$ cat src/rtl/accum_pkg.sv
package accum_pkg;

	// beat geometry
	localparam int lanes = 4;
	localparam int lane_width = 16;

	// psum buffer
	localparam int buf_rows = 256;
	localparam int addr_width = 8;

	// loop bounds and counters
	localparam int dim_width = 6;

	typedef logic [lane_width-1:0] lane_t;

	// one buffer row or one input beat
	typedef lane_t [lanes-1:0] psum_word_t;

	typedef logic [addr_width-1:0] psum_addr_t;

	// held stable while a run is in progress
	typedef struct packed {
		logic [dim_width-1:0] fkx;
		logic [dim_width-1:0] fky;
		logic [dim_width-1:0] x;
		logic [dim_width-1:0] y;
		logic [dim_width-1:0] ic;
		logic [dim_width-1:0] nc;
		logic [dim_width-1:0] batch;
	} accum_cfg_t;

	// per-beat tag, counter to rmw stage
	typedef struct packed {
		psum_addr_t addr;
		logic       first;
		logic       last;
	} loop_pos_t;

	// output plane width, stride one
	function automatic logic [dim_width-1:0] out_cols(accum_cfg_t cfg);
		return cfg.x - cfg.fkx + 1'b1;
	endfunction

	function automatic logic [dim_width-1:0] out_rows(accum_cfg_t cfg);
		return cfg.y - cfg.fky + 1'b1;
	endfunction

	// output channel groups, rounded up
	function automatic logic [dim_width-1:0] chan_groups(accum_cfg_t cfg);
		return dim_width'((cfg.nc + lanes - 1) / lanes);
	endfunction

endpackage

$ cat src/rtl/psum_rmw.sv
module psum_rmw import accum_pkg::*; (
	input  logic       clk,
	input  logic       rst_n,
	input  logic       start,

	input  logic       in_valid,
	input  psum_word_t in_data,
	output logic       in_ready,

	input  loop_pos_t  pos,
	output logic       step,

	output logic       rd_en,
	output psum_addr_t rd_addr,
	input  psum_word_t rd_data,

	output logic       wr_en,
	output psum_addr_t wr_addr,
	output psum_word_t wr_data,

	output logic       accum_complete
);

	logic active;
	logic hazard;
	logic wr_valid;

	psum_word_t beat_q;
	loop_pos_t pos_q;

	// beat would read the row still being written
	assign hazard = wr_valid && (pos.addr == pos_q.addr);

	assign in_ready = active && !hazard;
	assign step = in_valid && in_ready;

	assign rd_en = step;
	assign rd_addr = pos.addr;

	always_ff @(posedge clk or negedge rst_n) begin
		if (!rst_n) begin
			active <= 1'b0;
		end else if (start) begin
			active <= 1'b1;
		end else if (step && pos.last) begin
			active <= 1'b0;
		end
	end

	always_ff @(posedge clk or negedge rst_n) begin
		if (!rst_n)
			wr_valid <= 1'b0;
		else
			wr_valid <= step;
	end

	always_ff @(posedge clk) begin
		if (step) begin
			beat_q <= in_data;
			pos_q <= pos;
		end
	end

	assign wr_en = wr_valid;
	assign wr_addr = pos_q.addr;

	// lane adders, wrap on overflow
	always_comb begin
		for (int l = 0; l < lanes; l++) begin
			if (pos_q.first)
				wr_data[l] = beat_q[l];
			else
				wr_data[l] = beat_q[l] + rd_data[l];
		end
	end

	assign accum_complete = wr_valid && pos_q.last;

endmodule

$ cat config.mk
export PLATFORM = sky130hd
export DESIGN_NAME = psum_rmw
export DESIGN_NICKNAME = d
export VERILOG_FILES = /design/src/rtl/accum_pkg.sv /design/src/rtl/psum_rmw.sv
export SDC_FILE = /design/constraint.sdc
export NUM_CORES = 1
export LEC_CHECK = 0
export BUFFER_PORTS_ARGS = -buffer_cell sky130_fd_sc_hd__buf_2
export CORE_MARGIN = 5
export CORE_UTILIZATION = 54
export DETAILED_ROUTE_END_ITERATION = 16
export PLACE_DENSITY_LB_ADDON = 0.12
export SLEW_MARGIN = 20
export SYNTH_ARGS = -nofsm -noshare
export SYNTH_HDL_FRONTEND = slang
export SYNTH_SLANG_ARGS = --single-unit
export TNS_END_PERCENT = 20
$ cat constraint.sdc
create_clock -name clk -period 5.95 [get_ports clk]
set_clock_uncertainty 0.2 [all_clocks]
set_input_delay 0.8925 -clock clk [delete_from_list [all_inputs] [get_ports clk]]
set_output_delay 0.8925 -clock clk [all_outputs]
set_load 0.05 [all_outputs]
==> flow_metrics.env <==
export IMPL_rsz0062_at_grt="no"
export IMPL_slew_headroom_pct=31.0
export IMPL_post_cts_repair_setup_buffers=0
export IMPL_globalRouteOverflowTotal=0
export IMPL_drtPass1Iterations=4
export IMPL_antenna_found_initial=2
export IMPL_synth_top_cells_by_count="edfxtp_1, o21ai_0, nand2_1"
export IMPL_synth_nets=780
export IMPL_rows=37
export IMPL_dieArea_sq_um=12900
export IMPL_ys_flop_type="edfxtp_1"
export IMPL_ys_async_sr_fraction_pct=2.63
export IMPL_drtAntennaViolNets=0
export IMPL_crit_type="in2out"
export IMPL_min_period_ps=4450
export IMPL_critPathMaxFanout=3
export IMPL_critPathLaunchType="input port"
export IMPL_area_growth_pct=23.5
export IMPL_htree_levels=3
export IMPL_hpwl_mm=11.4
export IMPL_synthCells=574
export IMPL_swShare_pct=40.0
export IMPL_synth_seq_cells=76
export IMPL_drive_gt1_share_pct=33.7
export IMPL_finalCritPeriodShare_pct=74.9
export IMPL_power_density_nw_per_um2=264
export IMPL_ir_drop_mv=0.149
export IMPL_syn_cell_area_sq_um=5780
export IMPL_fin_cells=925
export IMPL_reg2reg_to="beat_q[62]$_DFFE_PP_"
export IMPL_worstMarginPinSlew_ps=1030
export IMPL_timing_final_max_slew_violations=0
export IMPL_hold_class="in2async"
export IMPL_yosysTopAreaCell="edfxtp_1"
export IMPL_fin_nets=988
export IMPL_status="complete, no violations"
export IMPL_ys_warn_count=0
export IMPL_synthMostInstantiatedCell="edfxtp_1"
export IMPL_ys_types=58
export IMPL_post_drt_via_cell_ratio=5.50
export IMPL_final_setup_worst_slack_ps=1500
export IMPL_die_w_um=113
export IMPL_cts_resized=0
export IMPL_grt_pass1_wl_mm=23.1
export IMPL_num_vias=5091
export IMPL_synth_top_cell_area_share_pct=38.5
export IMPL_setup_violations=0
export IMPL_fin_setup_tns_ps=0
export IMPL_crit_arrival_ps=3360
export IMPL_end_kind="output port"
export IMPL_grt_pass1_vias=5104
export IMPL_cts_tree="built"
export IMPL_synth_edf_count=74
export IMPL_gr_usage_all_layers_pct=22.1
export IMPL_clk_path_buf_depth=2
export IMPL_wl_per_cell_um=15.6
export IMPL_io_pin_count=227
export IMPL_r2r_slack_ps=3360
export IMPL_drt_iter0_drc=270
export IMPL_clock_latency_ps=350
export IMPL_leakage_uw=0.00324
export IMPL_ys_seq_area_share_pct=39.3
export IMPL_drc_errors=0
export IMPL_die_h_um=113
export IMPL_clockPowerShare_pct=23.5
export IMPL_core_sq_um=10400
export IMPL_r2r_start="wr_addr[7]$_DFFE_PP_"
export IMPL_combPwrFrac_pct=42.1
export IMPL_grt_max_degree=116
export IMPL_finalHoldViolations=0
export IMPL_preCtsSetupSlack_ps=1510
export IMPL_cts_hold_fix_buffers=0
export IMPL_start_util_pct=55.7
export IMPL_synthTopCellsByArea="edfxtp_1, ha_1, o21ai_0"
export IMPL_cap_violations=0
export IMPL_pwr_share_seq_pct=34.4
export IMPL_placed_cells=907
export IMPL_portBuffers=226
export IMPL_intPower_uw=1130
export IMPL_clk_pin_slew_ps=70
export IMPL_avgSynthCellArea_sq_um=10.1
export IMPL_cts_root_buf="clkbuf_8"
export IMPL_routed_wl_mm=14.4
export IMPL_clock_sinks=76
export IMPL_switchingPower_uw=753
export IMPL_gp_congestion=0.906
export IMPL_cp_data_required_time_ps=4860
export IMPL_cts_inserted_buffers=9
export IMPL_worstRegToRegCells=6
export IMPL_fmax_mhz=224
## sequential cells by signal, summed over array words and instances (netlist names)
name and flops:
active 1, wr_en 1, wr_addr 8, pos_q 2
beat_q 64
## critical path, stage by stage
cell	delay [ps]
buf_2	100
ha_1	220
fa_1	410
a21oi_1	200
o21ai_0	170
a41o_2	340
a221o_1	320
a21oi_1	180
xor2_1	80
o21ai_0	150
buf_2	290
## layout make-up
type / count / area [sq um]
Inverter: 10 / 37.5
Fill cell: 850 / 3230
Sequential cell: 76 / 2270
Clock buffer: 12 / 145
Clock inverter: 4 / 72.6
Antenna cell: 2 / 5.00
Tap cell: 136 / 170
Timing Repair Buffer: 228 / 1150
Multi-Input combinational cell: 457 / 3290
## power by group through the flow
stage	clock network [uW]	registers (uW)	logic [uW]
detailed placement	0	661	792
global route	479	654	856
CTS	451	649	796
global placement	0	660	779
floorplan	0	660	609
finish	442	649	793
## layer usage
metal  GRT usage, %  vias to the layer above  share of wire (%)
met5              0                        -               0.12
met4           8.57                        2                2.1
met3           5.46                       23                8.5
met2           39.2                      183                 49
met1           25.7                     2313                 40
li1               -                     2570                  -
## how the worst max path moves through the flow
stage	cells past startpoint	start	to	slack (ps)
6_report	11	rd_data[16]	wr_data[28]	1500
3_3_place_gp	11	rd_data[16]	wr_data[28]	1560
3_5_place_dp	11	rd_data[16]	wr_data[28]	1510
5_1_grt	11	rd_data[16]	wr_data[28]	1290
2_1_floorplan	6	pos[9]	step	540
4_1_cts	11	rd_data[16]	wr_data[28]	1500
## cell families after synthesis
family	count (synthesis)	synth area share [%]
mux	13	2.49
xor+xnor	60	9.09
buf+inv	41	3.79
flops	76	39.3
fa+ha+maj	64	14.4
simple gates	131	10.2
compound gates	189	20.7
## cell usage in the layout, fill, tap and decap left out, types with 3 or more instances in the layout
| cell type | count |
|---|---|
| nand3_1 | 8 |
| ha_1 | 60 |
| a21oi_1 | 36 |
| a21o_1 | 13 |
| edfxtp_1 | 74 |
| inv_1 | 10 |
| a31oi_1 | 4 |
| o21bai_1 | 6 |
| nor3_1 | 10 |
| o31ai_1 | 5 |
| and2_1 | 5 |
| clkbuf_8 | 10 |
| nor2_1 | 18 |
| or2_2 | 3 |
| mux2_2 | 11 |
| a211o_1 | 4 |
| nand4_1 | 3 |
| nand2_1 | 69 |
| xnor2_1 | 23 |
| o211ai_1 | 6 |
| nand2b_1 | 3 |
| o21ai_0 | 70 |
| and3_1 | 3 |
| o21a_1 | 9 |
| fa_1 | 4 |
| a211oi_1 | 10 |
| buf_2 | 226 |
| xor2_1 | 37 |
## stage by stage
stage	util [%]	instance area, sq um	hold slack [ps]	power, uW
after global placement	66.7	6920	278	1440
after global routing	68.8	7140	86.4	1990
after detailed placement	66.7	6920	285	1450
after CTS	68.8	7130	94.3	1900
final	68.8	7140	109	1880
after floorplan	-	5780	250	1270
No activity file was read; power rests on OpenSTA's default activity.
