--- src/rtl/accum_pkg.sv ---
package accum_pkg;

	// beat geometry
	localparam int lanes = 4;
	localparam int lane_width = 16;

	// psum buffer
	localparam int buf_rows = 256;
	localparam int addr_width = 8;

	// loop bounds and counters
	localparam int dim_width = 6;

	typedef logic [lane_width-1:0] lane_t;

	// one buffer row or one input beat
	typedef lane_t [lanes-1:0] psum_word_t;

	typedef logic [addr_width-1:0] psum_addr_t;

	// held stable while a run is in progress
	typedef struct packed {
		logic [dim_width-1:0] fkx;
		logic [dim_width-1:0] fky;
		logic [dim_width-1:0] x;
		logic [dim_width-1:0] y;
		logic [dim_width-1:0] ic;
		logic [dim_width-1:0] nc;
		logic [dim_width-1:0] batch;
	} accum_cfg_t;

	// per-beat tag, counter to rmw stage
	typedef struct packed {
		psum_addr_t addr;
		logic       first;
		logic       last;
	} loop_pos_t;

	// output plane width, stride one
	function automatic logic [dim_width-1:0] out_cols(accum_cfg_t cfg);
		return cfg.x - cfg.fkx + 1'b1;
	endfunction

	function automatic logic [dim_width-1:0] out_rows(accum_cfg_t cfg);
		return cfg.y - cfg.fky + 1'b1;
	endfunction

	// output channel groups, rounded up
	function automatic logic [dim_width-1:0] chan_groups(accum_cfg_t cfg);
		return dim_width'((cfg.nc + lanes - 1) / lanes);
	endfunction

endpackage

--- src/rtl/loop_nest_counter.sv ---
module loop_nest_counter import accum_pkg::*; (
	input  logic       clk,
	input  logic       rst_n,
	input  accum_cfg_t cfg,
	input  logic       start,
	input  logic       step,
	output loop_pos_t  pos
);

	logic [dim_width-1:0] yy;
	logic [dim_width-1:0] xx;
	logic [dim_width-1:0] kkx;
	logic [dim_width-1:0] kky;
	logic [dim_width-1:0] ii;
	logic [dim_width-1:0] nn;
	logic [dim_width-1:0] bb;

	logic [dim_width-1:0] ox;
	logic [dim_width-1:0] oy;
	logic [dim_width-1:0] n_groups;

	// one extra bit so the compare sees the overflow
	logic [dim_width:0] yy_inc;
	logic [dim_width:0] xx_inc;
	logic [dim_width:0] kkx_inc;
	logic [dim_width:0] kky_inc;
	logic [dim_width:0] ii_inc;
	logic [dim_width:0] nn_inc;
	logic [dim_width:0] bb_inc;

	logic y_wrap, x_wrap, kx_wrap, ky_wrap, i_wrap, n_wrap, b_wrap;
	logic adv_xx, adv_kkx, adv_kky, adv_ii, adv_nn, adv_bb;

	psum_addr_t grp_row;
	psum_addr_t col_row;
	psum_addr_t plane_row;

	assign ox = out_cols(cfg);
	assign oy = out_rows(cfg);
	assign n_groups = chan_groups(cfg);

	assign yy_inc = yy + 1'b1;
	assign xx_inc = xx + 1'b1;
	assign kkx_inc = kkx + 1'b1;
	assign kky_inc = kky + 1'b1;
	assign ii_inc = ii + (dim_width + 1)'(lanes);
	assign nn_inc = nn + (dim_width + 1)'(lanes);
	assign bb_inc = bb + 1'b1;

	assign y_wrap = yy_inc >= oy;
	assign x_wrap = xx_inc >= ox;
	assign kx_wrap = kkx_inc >= cfg.fkx;
	assign ky_wrap = kky_inc >= cfg.fky;
	assign i_wrap = ii_inc >= cfg.ic;
	assign n_wrap = nn_inc >= cfg.nc;
	assign b_wrap = bb_inc >= cfg.batch;

	// innermost-first carry chain
	assign adv_xx = y_wrap;
	assign adv_kkx = adv_xx && x_wrap;
	assign adv_kky = adv_kkx && kx_wrap;
	assign adv_ii = adv_kky && ky_wrap;
	assign adv_nn = adv_ii && i_wrap;
	assign adv_bb = adv_nn && n_wrap;

	always_ff @(posedge clk or negedge rst_n) begin
		if (!rst_n) begin
			yy <= '0;
			xx <= '0;
			kkx <= '0;
			kky <= '0;
			ii <= '0;
			nn <= '0;
			bb <= '0;
		end else if (start) begin
			yy <= '0;
			xx <= '0;
			kkx <= '0;
			kky <= '0;
			ii <= '0;
			nn <= '0;
			bb <= '0;
		end else if (step) begin
			yy <= y_wrap ? '0 : yy_inc[dim_width-1:0];
			if (adv_xx)
				xx <= x_wrap ? '0 : xx_inc[dim_width-1:0];
			if (adv_kkx)
				kkx <= kx_wrap ? '0 : kkx_inc[dim_width-1:0];
			if (adv_kky)
				kky <= ky_wrap ? '0 : kky_inc[dim_width-1:0];
			if (adv_ii)
				ii <= i_wrap ? '0 : ii_inc[dim_width-1:0];
			if (adv_nn)
				nn <= n_wrap ? '0 : nn_inc[dim_width-1:0];
			if (adv_bb)
				bb <= b_wrap ? '0 : bb_inc[dim_width-1:0];
		end
	end

	// row = ((bb * groups + nn/lanes) * ox + xx) * oy + yy
	assign grp_row = bb * n_groups + (nn >> $clog2(lanes));
	assign col_row = grp_row * ox + xx;
	assign plane_row = col_row * oy + yy;

	assign pos.addr = plane_row;
	assign pos.first = (ii == '0) && (kkx == '0) && (kky == '0);
	assign pos.last = adv_bb && b_wrap;

endmodule

--- config.mk ---
export PLATFORM = sky130hd
export DESIGN_NAME = loop_nest_counter
export DESIGN_NICKNAME = d
export VERILOG_FILES = /design/src/rtl/accum_pkg.sv /design/src/rtl/loop_nest_counter.sv
export SDC_FILE = /design/constraint.sdc
export NUM_CORES = 1
export LEC_CHECK = 0
export BUFFER_PORTS_ARGS = -buffer_cell sky130_fd_sc_hd__buf_2
export CAP_MARGIN = 30
export CELL_PAD_IN_SITES_DETAIL_PLACEMENT = 0
export CELL_PAD_IN_SITES_GLOBAL_PLACEMENT = 1
export CORE_UTILIZATION = 49
export CTS_BUF_LIST = sky130_fd_sc_hd__clkbuf_4
export DETAILED_ROUTE_END_ITERATION = 10
export PLACE_DENSITY = 0.87
export SYNTH_ARGS = -nofsm -noshare
export SYNTH_HDL_FRONTEND = slang
export SYNTH_SLANG_ARGS = --single-unit
--- constraint.sdc ---
create_clock -name clk -period 14.8 [get_ports clk]
set_input_delay 1.48 -clock clk [delete_from_list [all_inputs] [get_ports clk]]
set_output_delay 1.48 -clock clk [all_outputs]
set_load 0.01 [all_outputs]
==> results summary <==
The peak fanout along the critical path came out at 6. The origin of the critical flop-to-flop path is yy[0]. The post-synthesis adder-cell area fraction is 36.1%. The tightest slew margin relative to the limit came out at between 40% and 50%. For this design the ratio of total power to cell area is 46.6 nW/um^2. The share of power burned in combinational logic came out at 45.8%.

The synthesis-to-layout area growth is 7.76%. The count of clock tree sinks came out at 38. The signal arrival time at the worst endpoint came out at 11,400 ps.

In this run the biggest area consumer among cell types represents between 20% and 30% of the synthesized area. Synthesis inferred 38 register bits. The final net count is 1,011. The top-level port count is 56. The critical path ends at pos[9]. The die is 118 um tall. The number of setup violations in the final report is 0. The first global-routing pass estimated 24.4 mm of wire.

In this run the critical register-to-register path is captured at xx[2]. By startpoint and endpoint, the worst setup path is classified as in -> out. The number of maximum-capacitance violations is 0. The maximum cell stage delay along the critical path came out at 580 ps. The xor/xnor cell area share of the yosys netlist is 10.7%.

Setup repair after global routing left no endpoint under its margin. The switching power summed over all nets is approximately 130 uW. The dominant synthesized flop cell is sky130_fd_sc_hd__dfrtp_1.

The routed length per instance is 14.1 um. The overall die width came out at 118 um. The post-route clock period utilization is 87.0%. The multiplexer share of the synthesized area came out at 0.946%. The TritonCTS clock tree is built. The sum of overflow across all layers after global routing is 0. The setup fix buffers added after clock tree synthesis came out at 0. The number of instances in the synthesized netlist came out at ~750. In this run, post-CTS repair resized a total of 0 instances. The flow ran to the end, and the final reports show no timing, DRC or antenna violations. Yosys mapped the design onto between 50 and 60 distinct sky130hd cell types. The met3 track demand over resource in global routing is 2.56%. The post-synthesis cell type with the largest combined area is sky130_fd_sc_hd__ha_1.

The most frequent cell on the critical path is sky130_fd_sc_hd__fa_1. The number of vias after detailed routing is between 5,000 and 6,000. The sequential share of the synthesized area is 14.4%. The initial cell density of the core is approximately 50%. The number of antenna violations at the first check in global routing came out at 0. The tightest min-delay check is of the reg -> reg type. The share of total power consumed by net switching is a little under two fifths. The number of remaining DRC errors came out at 0.

By area the synthesized netlist is led by sky130_fd_sc_hd__ha_1 (23%), sky130_fd_sc_hd__dfrtp_1 (14%), sky130_fd_sc_hd__fa_1 (14%). STA puts the critical path data required time at 13,320 ps. In this run the standard cell core region covers 13,200 sq um. The netlist area before placement came out at 6610 sq um. The number of global-route vias before repair came out at 5,417. The fraction of final layout cells with drive strength greater than 1 is 8.99%. By area, the combinational part of the netlist is dominated by adder cells. The global routing's busiest layer is met2. After filler insertion, the fill cell instance count of the layout stands at between 1,000 and 1,500.

The final hold violation count was 0. The root buffer cell chosen for the clock tree is sky130_fd_sc_hd__clkbuf_4. Summed over all cells, the static leakage comes to 3.99 nW. The number of placement rows came out at 42. Global routing used between 30% and 40% of the available met2 tracks. The cell internal power dissipation came out at 205 uW. The total count of max-transition violations in the final report came out at 0. The deepest clock path buffer count came out at 2. The number of hold buffers added after cts is 0. Each instance of the synthesized netlist takes up on average around 9 sq um. For the pin with the worst max-slew slack, the measured transition is 897 ps. The routability congestion estimate is 0.884.

The floorplan die area is between 10,000 and 15,000 sq um. The slowest cell on the critical path is sky130_fd_sc_hd__fa_1. Subtracting the final worst setup slack from the clock period gives 12,880 ps. The global-route usage over all layers is 21.1%. The area of all placed cells without fillers is 7120 sq um. The total power came out at 332 uW. Clock latency on the worst-skew pair, taken at its later pin, is between 300 and 400 ps. The largest voltage drop on the vdd net is 0.0000396 V. Counting cells, the worst reg-to-reg path comes to 10.

The first TritonRoute pass finished after 5 iterations. The number of warnings reported in the yosys synthesis log is 0. The number of buffers added by the clock tree synthesis step came out at 5. The clock share of power is 21.4%. The clock slew at the register clock pins of the worst setup and hold paths came out at 120 ps. The startpoint type of the worst setup path is an input pin.

The number of routed nets with antenna violations is 0. On the final layout, the worst clock skew is 14.9 ps. The deepest level of the CTS H-tree is 2. The number of antenna diodes in the final layout is 0. The maximum frequency from static timing analysis is 77.6 MHz. The startpoint of the worst setup timing path is cfg[8].

The number of nets in the synthesized netlist is 961. The portion of total power attributed to sequential cells came out at approximately 33%. The category of the worst setup path capture point is a primary output. Cells fill 54.0% of the core in the end. The met1 routing resource usage after global routing is 27.8%. The sum of negative setup slack is 0 ps. The placed instances occupy a cell area of 7050 sq um. The number of synthesized flops with an enable pin came out at 0. The final layout contains routed wiring with a total length of 13.8 mm.

The number of DRC violations after detailed-routing iteration 0 is between 200 and 300. Summing the areas of all compound-gate instances in the mapped netlist gives 12.9% of the synthesized area. The share of async-settable or async-resettable flops after synthesis came out at 100%. Of the total synthesized cell area, the portion taken by AND, OR, NAND and NOR gates is 17.5%. The pin count of the biggest net entering global routing came out at 39.

The final HPWL from detailed placement came out at ~11 mm. The setup check on the worst reg-to-reg path leaves a slack of 11,650 ps. The count of input and output buffers is 55.

The routed via count divided by cell count came out at 5.41.
[cell type report]
type / count / area [sq um] / area share, %
multi-input cells: 585 / 5170 / 72.6
flip-flops and latches: 38 / 951 / 13.3
inverters: 116 / 435 / 6.11
repair buffers: 55 / 275 / 3.86
well taps: 176 / 220 / 3.09
clock buffers: 5 / 37.5 / 0.527
clock inverters: 2 / 33.8 / 0.474
[synthesized netlist by cell type, types with 5 or more instances]
master	number
sky130_fd_sc_hd__ha_1	119
sky130_fd_sc_hd__inv_1	116
sky130_fd_sc_hd__nand2_1	53
sky130_fd_sc_hd__xnor2_1	52
sky130_fd_sc_hd__fa_1	45
sky130_fd_sc_hd__and2_1	42
sky130_fd_sc_hd__dfrtp_1	38
sky130_fd_sc_hd__a21oi_1	31
sky130_fd_sc_hd__a21o_1	30
sky130_fd_sc_hd__nand3_1	22
sky130_fd_sc_hd__nor2_1	21
sky130_fd_sc_hd__o21ai_0	20
sky130_fd_sc_hd__nand2b_1	17
sky130_fd_sc_hd__xor2_1	17
sky130_fd_sc_hd__and3_1	13
sky130_fd_sc_hd__nor2b_1	12
sky130_fd_sc_hd__clkbuf_1	10
sky130_fd_sc_hd__nand4_1	8
sky130_fd_sc_hd__a22o_1	7
sky130_fd_sc_hd__nor3_1	5
sky130_fd_sc_hd__o211ai_1	5
sky130_fd_sc_hd__o21a_1	5
sky130_fd_sc_hd__o21bai_1	5
sky130_fd_sc_hd__or4_1	5
[sequential cells by signal, indices dropped and copies added (netlist names)]
name / flops
bb: 6
ii: 4
kkx: 6
kky: 6
nn: 4
xx: 6
yy: 6
[cells by family after synthesis]
kind of cell             Yosys count
adder cells (fa/ha/maj)          164
buffers and inverters            128
flip-flops                        38
AO/OA/AOI/OAI                    128
multiplexers                       6
XOR/XNOR                          74
AND/OR/NAND/NOR                  213
[critical path, delay by kind of cell]
family | cells | cell delay [ps]
AOI/OAI and AO/OA | 4 | 600
xor gates and xnor gates | 7 | 1810
adders and majority gates | 15 | 6600
buffers and inverters | 8 | 550
and+or+nand+nor | 3 | 370
[stage by stage]
step / hold slack, ps / setup slack, ps / instances
global placement: 497 / 2110 / 970
floorplan: 471 / 2650 / 751
finish: 530 / 1920 / 977
detailed placement: 503 / 1870 / 970
global route: 585 / 1340 / 977
CTS: 531 / 1850 / 977
[routing by layer]
metal	vias to the layer above	routed length, um
li1	2630	-
met1	2541	6510
met2	102	6760
met3	10	442
met4	0	95
met5	-	0
[worst min-delay path by stage]
stage | start | to | slack (ps) | cells after the start
floorplan | xx[3] | xx[3] | 470 | 2
CTS | xx[3] | xx[3] | 530 | 2
global route | xx[1] | xx[1] | 590 | 2
finish | xx[3] | xx[3] | 530 | 2
global placement | xx[3] | xx[3] | 500 | 2
detailed placement | xx[3] | xx[3] | 500 | 2
[power groups by stage]
stage | combinational, mW | clock, mW | sequential, mW
final | 0.152 | 0.0710 | 0.109
after global placement | 0.148 | 0 | 0.111
after global routing | 0.175 | 0.0785 | 0.110
after CTS | 0.155 | 0.0733 | 0.109
after detailed placement | 0.153 | 0 | 0.111
after floorplan | 0.110 | 0 | 0.110
[cells in the final DEF (no fill, tap or decap), types with 13 or more instances in the layout]
master                     count
sky130_fd_sc_hd__fa_1         45
sky130_fd_sc_hd__a21oi_1      31
sky130_fd_sc_hd__and3_1       13
sky130_fd_sc_hd__buf_2        55
sky130_fd_sc_hd__nand2_1      53
sky130_fd_sc_hd__nand3_1      22
sky130_fd_sc_hd__xnor2_1      52
sky130_fd_sc_hd__nand2b_1     17
sky130_fd_sc_hd__o21ai_0      20
sky130_fd_sc_hd__xor2_1       17
sky130_fd_sc_hd__nor2_1       21
sky130_fd_sc_hd__inv_1       116
sky130_fd_sc_hd__a21o_1       30
sky130_fd_sc_hd__and2_1       42
sky130_fd_sc_hd__ha_1        119
sky130_fd_sc_hd__dfrtp_1      38
Note: power is estimated with default switching activity, not from simulation.
