<file path="config.mk">
export PLATFORM = sky130hd
export DESIGN_NAME = result_drain
export DESIGN_NICKNAME = d
export VERILOG_FILES = /design/src/rtl/accum_pkg.sv /design/src/rtl/result_drain.sv
export SDC_FILE = /design/constraint.sdc
export NUM_CORES = 1
export LEC_CHECK = 0
export BUFFER_PORTS_ARGS = -buffer_cell sky130_fd_sc_hd__clkbuf_2
export CAP_MARGIN = 15
export CORE_MARGIN = 4
export CORE_UTILIZATION = 40
export DETAILED_ROUTE_END_ITERATION = 7
export PLACE_DENSITY = 0.71
export SYNTH_ARGS = -nofsm -noshare
export SYNTH_HDL_FRONTEND = slang
export SYNTH_SLANG_ARGS = --single-unit
</file>
<file path="constraint.sdc">
create_clock -name clk -period 13.45 [get_ports clk]
set_clock_uncertainty 0.2 [all_clocks]
set_input_delay 0.6725 -clock clk [delete_from_list [all_inputs] [get_ports clk]]
set_output_delay 0.6725 -clock clk [all_outputs]
set_load 0.05 [all_outputs]
</file>
<file path="src/rtl/accum_pkg.sv">
package accum_pkg;

	// beat geometry
	localparam int lanes = 4;
	localparam int lane_width = 16;

	// psum buffer
	localparam int buf_rows = 256;
	localparam int addr_width = 8;

	// loop bounds and counters
	localparam int dim_width = 6;

	typedef logic [lane_width-1:0] lane_t;

	// one buffer row or one input beat
	typedef lane_t [lanes-1:0] psum_word_t;

	typedef logic [addr_width-1:0] psum_addr_t;

	// held stable while a run is in progress
	typedef struct packed {
		logic [dim_width-1:0] fkx;
		logic [dim_width-1:0] fky;
		logic [dim_width-1:0] x;
		logic [dim_width-1:0] y;
		logic [dim_width-1:0] ic;
		logic [dim_width-1:0] nc;
		logic [dim_width-1:0] batch;
	} accum_cfg_t;

	// per-beat tag, counter to rmw stage
	typedef struct packed {
		psum_addr_t addr;
		logic       first;
		logic       last;
	} loop_pos_t;

	// output plane width, stride one
	function automatic logic [dim_width-1:0] out_cols(accum_cfg_t cfg);
		return cfg.x - cfg.fkx + 1'b1;
	endfunction

	function automatic logic [dim_width-1:0] out_rows(accum_cfg_t cfg);
		return cfg.y - cfg.fky + 1'b1;
	endfunction

	// output channel groups, rounded up
	function automatic logic [dim_width-1:0] chan_groups(accum_cfg_t cfg);
		return dim_width'((cfg.nc + lanes - 1) / lanes);
	endfunction

endpackage

</file>
<file path="src/rtl/result_drain.sv">
module result_drain import accum_pkg::*; (
	input  logic       clk,
	input  logic       rst_n,
	input  accum_cfg_t cfg,
	input  logic       accum_complete,
	input  logic       start,
	output logic       drain_active,

	output logic       rd_en,
	output psum_addr_t rd_addr,
	input  psum_word_t rd_data,

	output logic       out_valid,
	output psum_word_t out_data,
	output psum_addr_t out_addr,
	input  logic       out_ready,

	output logic       done
);

	// wide enough to hold a full buffer count
	logic [addr_width:0] row_count;
	logic [addr_width:0] rd_ptr;

	logic rd_pending;
	logic skid_valid;
	logic out_stall;
	logic last_xfer;

	psum_addr_t rd_addr_q;
	psum_addr_t skid_addr;
	psum_addr_t last_row;
	psum_word_t skid_data;

	assign row_count = cfg.batch * chan_groups(cfg) * out_cols(cfg) * out_rows(cfg);
	assign last_row = row_count[addr_width-1:0] - 1'b1;

	assign out_stall = out_valid && !out_ready;
	assign rd_en = drain_active && (rd_ptr < row_count) && !out_stall;
	assign rd_addr = rd_ptr[addr_width-1:0];
	assign last_xfer = out_valid && out_ready && (out_addr == last_row);

	always_ff @(posedge clk or negedge rst_n) begin
		if (!rst_n) begin
			drain_active <= 1'b0;
			done <= 1'b0;
			rd_ptr <= '0;
			rd_pending <= 1'b0;
			out_valid <= 1'b0;
			skid_valid <= 1'b0;
		end else if (start) begin
			drain_active <= 1'b0;
			done <= 1'b0;
			rd_ptr <= '0;
			rd_pending <= 1'b0;
			out_valid <= 1'b0;
			skid_valid <= 1'b0;
		end else begin
			if (accum_complete) begin
				drain_active <= 1'b1;
				rd_ptr <= '0;
			end else if (rd_en) begin
				rd_ptr <= rd_ptr + 1'b1;
			end
			if (last_xfer) begin
				drain_active <= 1'b0;
				done <= 1'b1;
			end
			rd_pending <= rd_en;
			// skid holds a read that returns during a stall
			if (!out_stall) begin
				out_valid <= skid_valid || rd_pending;
				skid_valid <= 1'b0;
			end else begin
				skid_valid <= skid_valid || rd_pending;
			end
		end
	end

	always_ff @(posedge clk) begin
		if (rd_en)
			rd_addr_q <= rd_addr;
		if (!out_stall) begin
			if (skid_valid) begin
				out_data <= skid_data;
				out_addr <= skid_addr;
			end else if (rd_pending) begin
				out_data <= rd_data;
				out_addr <= rd_addr_q;
			end
		end
		if (rd_pending && out_stall) begin
			skid_data <= rd_data;
			skid_addr <= rd_addr_q;
		end
	end

endmodule

</file>
==> impl_metrics.ini, run 1 <==
[final_layout]
nets = 1140
drive_above_1_share_pct = 32.8
diodes = 0
fillerInstances = 2130
finalInstanceArea_um2 = 11600
areaGrowthSynthToFinish_pct = 19.3
fin_util_pct = 49.0

[run_status]
status = finished, final reports clean

[timing]
layout_min_cycle_time_ns = 12.08
setup_viol = 0
max_slew.worst_pin.slew_ns = 1.03
fin_tns_setup_ns = 0
fin_ws_ns = 1.37
rsz0062_at_grt = no
hold_violations = 0
maxSlewHeadroom_pct = 31.6
period_share_pct = 89.8
slew_violations = 0
fmaxAchievable_ghz = 0.0828

[clocking]
clkTransAtPathRegs_ns = 0.06
tritoncts = built
postCtsSetupBuffers = 0
htree_levels = 4
cts-root-buf = clkbuf_16
cts_buffer_depth = 2
insertion_delay_ns = 0.42
numCtsBuffers = 17
cts.sinks = 166

[place]
dp_slack_ns = 1.38
place_area_um2 = 11000
port_buffers = 188
dp_hpwl_mm = 15.5
gp_congestion = 0.790

[drt]
first_iter_violations = 336
drc = 0
viasPerCell = 4.91
routed_wl_mm = 20.6
dr_total_vias = 6127
wl_per_cell_um = 16.5
drt_pass1_iterations = 5
antenna_left = 0

[critical_path]
cp_common_cell = fa_1
cp_num_buf_inv = 5
required_ns = 12.58
crit_family = adder cells
cp-end-kind = output pin
crit_path_start_kind = input port
cpPeakStageDelay_ns = 0.56
cp_slowest_cell = nor3_1
critPathKind = in -> out
cp.arrival_ns = 11.21
critPathMaxFanout = 9

[floorplanning]
ios = 195
dieArea_um2 = 26900
start_util_pct = 41.1
die_w_um = 164
rows = 56
die_h_um = 164
core-area_um2 = 23700

[synthesis]
async_flop_share_pct = 8.43
syn_avg_cell_area_um2 = 13.5
yosysWarnings = 0
yosysSeqAreaShare_pct = 50.5
netlist_instances = 723
syn_area_um2 = 9730
synth_flop_cell = edfxtp_1
synth_cell_type_count = 45
synth_edf_count = 152
syn_nets = 947
yosys_register_bits = 166

[job]
cap_violations = 0

[grt]
grt_max_degree = 75
grtUsageTotal_pct = 15.8
grt-ovfl-total = 0
antenna_found_initial = 0
grt_pass1_wl_mm = 33.2
first_global_vias = 6244

[hold_path]
worstHoldPathType = in -> reg
synthesized netlist by cell type (all sizes together), types with 2 or more instances:
library cell / n / area share, %
a2111oi: 2 / 0.57
a211o: 2 / 0.18
a211oi: 4 / 0.36
a21o: 11 / 0.85
a21oi: 20 / 1.1
a31oi: 2 / 0.13
and2: 37 / 2.4
and3: 9 / 0.58
buf: 8 / 0.62
clkbuf: 11 / 0.44
dfrtp: 14 / 3.6
edfxtp: 152 / 47
fa: 48 / 9.9
ha: 65 / 8.4
inv: 72 / 2.8
mux2: 72 / 8.3
mux2i: 6 / 0.62
nand2: 54 / 2.1
nand2b: 5 / 0.32
nand3: 13 / 0.67
nand4: 3 / 0.19
nand4b: 2 / 0.18
nor2: 20 / 0.77
nor2b: 9 / 0.58
nor3: 6 / 0.31
nor3b: 2 / 0.15
o21a: 2 / 0.15
o21ai: 5 / 0.37
o21bai: 3 / 0.23
xnor2: 39 / 3.5
xnor3: 4 / 0.93
xor2: 13 / 1.2
what timing repair did:
action,in CTS,in global routing
endpoints found under the hold margin,14,0
hold buffers,1,0
resized for setup,0,0
layer usage:
| layer | up-vias | global-route usage [%] | part of all wire (%) |
|---|---|---|---|
| met5 | - | 0 | 0 |
| met4 | 0 | 4.61 | 2.2 |
| met3 | 33 | 4.72 | 6.4 |
| met2 | 169 | 26.0 | 49 |
| met1 | 2999 | 20.3 | 42 |
| li1 | 2926 | - | - |
path summary, 6_finish.rpt:
kind	slack, ns	to	cells past startpoint	startpoint
min in group asynchronous	0.53	out_valid	2	rst_n
min reg2reg	0.25	skid_addr[2]	0	rd_addr_q[2]
max reg2reg	10.70	out_data[14]	3	skid_valid
max in group asynchronous	12.21	skid_valid	2	rst_n
max	1.37	rd_en	34	cfg[7]
min	0.24	skid_data[36]	1	rd_data[36]
sequential cells by signal, summed over array words and instances (netlist names), 8 cells and up:
| register | count |
|---|---|
| out_data | 64 |
| skid_data | 64 |
| rd_ptr | 9 |
| out_addr | 8 |
| rd_addr_q | 8 |
| skid_addr | 8 |
worst register-to-register path: stages (launching register included):
cell,delay (ns)
dfrtp_2,0.34
buf_4,0.75
o21a_4,0.37
buf_4,0.69
kinds of logic (layout without fill, tap and decap cells):
group,Yosys count,count (layout),synth area share [%]
AO/OA/AOI/OAI,56,56,4.41
XOR/XNOR,56,56,5.61
adder cells (fa/ha/maj),113,113,18.2
buffers and inverters,92,298,3.87
flip-flops,166,166,50.5
multiplexers,78,78,8.95
AND/OR/NAND/NOR,162,162,8.38
cells in the final DEF, fill, tap and decap left out, types with 4 or more instances in the layout:
cell type   instances
clkbuf_2          188
edfxtp_1          152
inv_1              72
mux2_2             72
ha_1               65
nand2_1            54
fa_1               48
xnor2_1            39
and2_1             36
nor2_1             19
a21oi_1            19
clkbuf_16          17
xor2_1             13
nand3_1            13
dfrtp_1            13
a21o_1             11
and3_1              9
nor2b_1             9
nor3_1              6
mux2i_1             6
nand2b_1            5
clkinvlp_4          5
xnor3_1             4
o21ai_0             4
buf_4               4
cell type report:
| type | instances | area, um2 | area share [%] |
|---|---|---|---|
| clock buffers | 17 | 425 | 3.67 |
| clock inverters | 15 | 155 | 1.34 |
| inverters | 73 | 274 | 2.36 |
| multi-input cells | 465 | 4450 | 38.4 |
| flip-flops and latches | 166 | 4920 | 42.4 |
| well taps | 319 | 399 | 3.44 |
| repair buffers | 193 | 981 | 8.46 |
through the flow:
stage | cells | hold WS, ns
final | 1248 | 0.237
after global routing | 1248 | 0.218
after CTS | 1248 | 0.216
after detailed placement | 1215 | 0.239
after global placement | 1215 | 0.235
after floorplan | 723 | 0.177
Power of run 1 is not shown: default switching activity piles up to over one toggle a cycle in this logic, so the estimate is an artifact.
==> run 2: changes to the inputs <==
--- a/config.mk
+++ b/config.mk
@@ -11,6 +11,7 @@
 export CORE_UTILIZATION = 40
 export DETAILED_ROUTE_END_ITERATION = 7
 export PLACE_DENSITY = 0.71
+export RECOVER_POWER = 25
 export SYNTH_ARGS = -nofsm -noshare
 export SYNTH_HDL_FRONTEND = slang
 export SYNTH_SLANG_ARGS = --single-unit
==> constraint.sdc (replaced) <==
create_clock -name clk -period 13.8 [get_ports clk]
set_clock_uncertainty 0.2 [all_clocks]
set_input_delay 0.69 -clock clk [delete_from_list [all_inputs] [get_ports clk]]
set_output_delay 0.69 -clock clk [all_outputs]
set_load 0.05 [all_outputs]
==> impl_metrics.ini, run 2 (same netlist as run 1, synthesis figures left out) <==
[run_status]
status = finished with violations
failed_checks = capacitance limit, slew limit

[drt]
route.met3.wl_mm = 1.26
routed_wl_mm = 20.6
viasPerCell = 4.86
drc = 0
drt_pass1_iterations = 4
first_iter_violations = 358
met2_length_mm = 10.0
top_layer = met4
wl_per_cell_um = 16.5
wl_met1_mm = 8.68
dr_total_vias = 6065
antenna_left = 0

[final_layout]
fillerInstances = 2186
layout_commonest_cell = edfxtp_1
nets = 1140
layout_common_cells = edfxtp_1 (152), clkbuf_2 (137), inv_1 (72), mux2_2 (72), ha_1 (65)
areaGrowthSynthToFinish_pct = 18.3
diodes = 0
drive_above_1_share_pct = 26.8
reg_top3 = out_data x64, skid_data x64, rd_ptr x9

[floorplanning]
ios = 195
die_w_um = 164
die_h_um = 164
rows = 56
dieArea_um2 = 26900
start_util_pct = 41.1
core-area_um2 = 23700

[clocking]
htree_levels = 4
postCtsHoldBufs = 1
cts_resized = 0
postCtsSetupBuffers = 0
numCtsBuffers = 17
insertion_delay_ns = 0.42
cts-root-buf = clkbuf_16
tritoncts = built
clkTransAtPathRegs_ns = 0.06
cts.sinks = 166
cts_buffer_depth = 2

[timing]
layout_min_cycle_time_ns = 12.05
hold_violations = 0
rsz0062_at_grt = no
setup_viol = 0
max_slew.worst_pin.slew_ns = 4.24
fmaxAchievable_ghz = 0.0830
maxSlewHeadroom_pct = -183
slew_violations = 99
fin_tns_setup_ns = 0
period_share_pct = 87.3

[grt]
grt_max_degree = 75
antenna_found_initial = 0
grt-ovfl-total = 0
grtUsageTotal_pct = 15.7
grt_pass1_wl_mm = 32.5
first_global_vias = 6195

[critical_path]
critPathMaxFanout = 6
cp_common_cell = fa_1
cp-end-kind = output pin
cpPeakStageDelay_ns = 0.57
cp.arrival_ns = 11.16
required_ns = 12.91
critPathKind = in -> out
cp_slowest_cell = fa_1
crit_path_start_kind = input port

[place]
gp_congestion = 0.796
dp_hpwl_mm = 15.7
port_buffers = 188

[hold_path]
worstHoldPathType = reg -> reg

[job]
cap_violations = 2
## run 2: stage by stage
stage               instances  hold WS [ns]  instance area (um2)  util, %  setup slack [ns]
floorplan                 723         0.194                 9730        -              2.61
detailed placement       1215         0.234                11000     46.5              1.68
CTS                      1248         0.234                11600     48.9              1.65
global route             1248         0.235                11500     48.6              1.19
finish                   1248         0.248                11500     48.6              1.75
global placement         1215         0.233                11000     46.5              1.81
## run 2: worst paths after layout
| path | to | start | cells after the start | slack [ns] |
|---|---|---|---|---|
| setup / recovery | rd_en | cfg[7] | 35 | 1.75 |
| hold / removal | skid_addr[4] | rd_addr_q[4] | 0 | 0.25 |
| setup reg to reg | out_data[8] | skid_valid | 3 | 8.73 |
| hold reg to reg | skid_addr[4] | rd_addr_q[4] | 0 | 0.25 |
| max in group asynchronous | skid_valid | rst_n | 2 | 12.04 |
| min in group asynchronous | rd_ptr[8] | rst_n | 2 | 0.75 |
## run 2: routing by layer
layer | GRT usage (%) | up-vias
li1 | - | 2922
met1 | 19.7 | 2961
met2 | 25.8 | 143
met3 | 4.47 | 39
met4 | 5.95 | 0
met5 | 0 | -
## run 2: cell type report
| type | count | area, um2 | share of cell area [%] |
|---|---|---|---|
| Clock buffer | 19 | 433 | 3.76 |
| Multi-Input combinational cell | 465 | 4440 | 38.6 |
| Clock inverter | 13 | 130 | 1.13 |
| Inverter | 73 | 274 | 2.38 |
| Timing Repair Buffer | 193 | 913 | 7.94 |
| Tap cell | 319 | 399 | 3.47 |
| Sequential cell | 166 | 4920 | 42.7 |
## run 2: critical path: cells and delay by family
| kind | cells | cell delay, ns |
|---|---|---|
| xor+xnor | 6 | 1.83 |
| buf+inv | 5 | 0.56 |
| fa+ha+maj | 13 | 5.73 |
| compound gates | 5 | 1.19 |
| simple gates | 6 | 1.14 |
Power of run 2 is left out for the same reason.
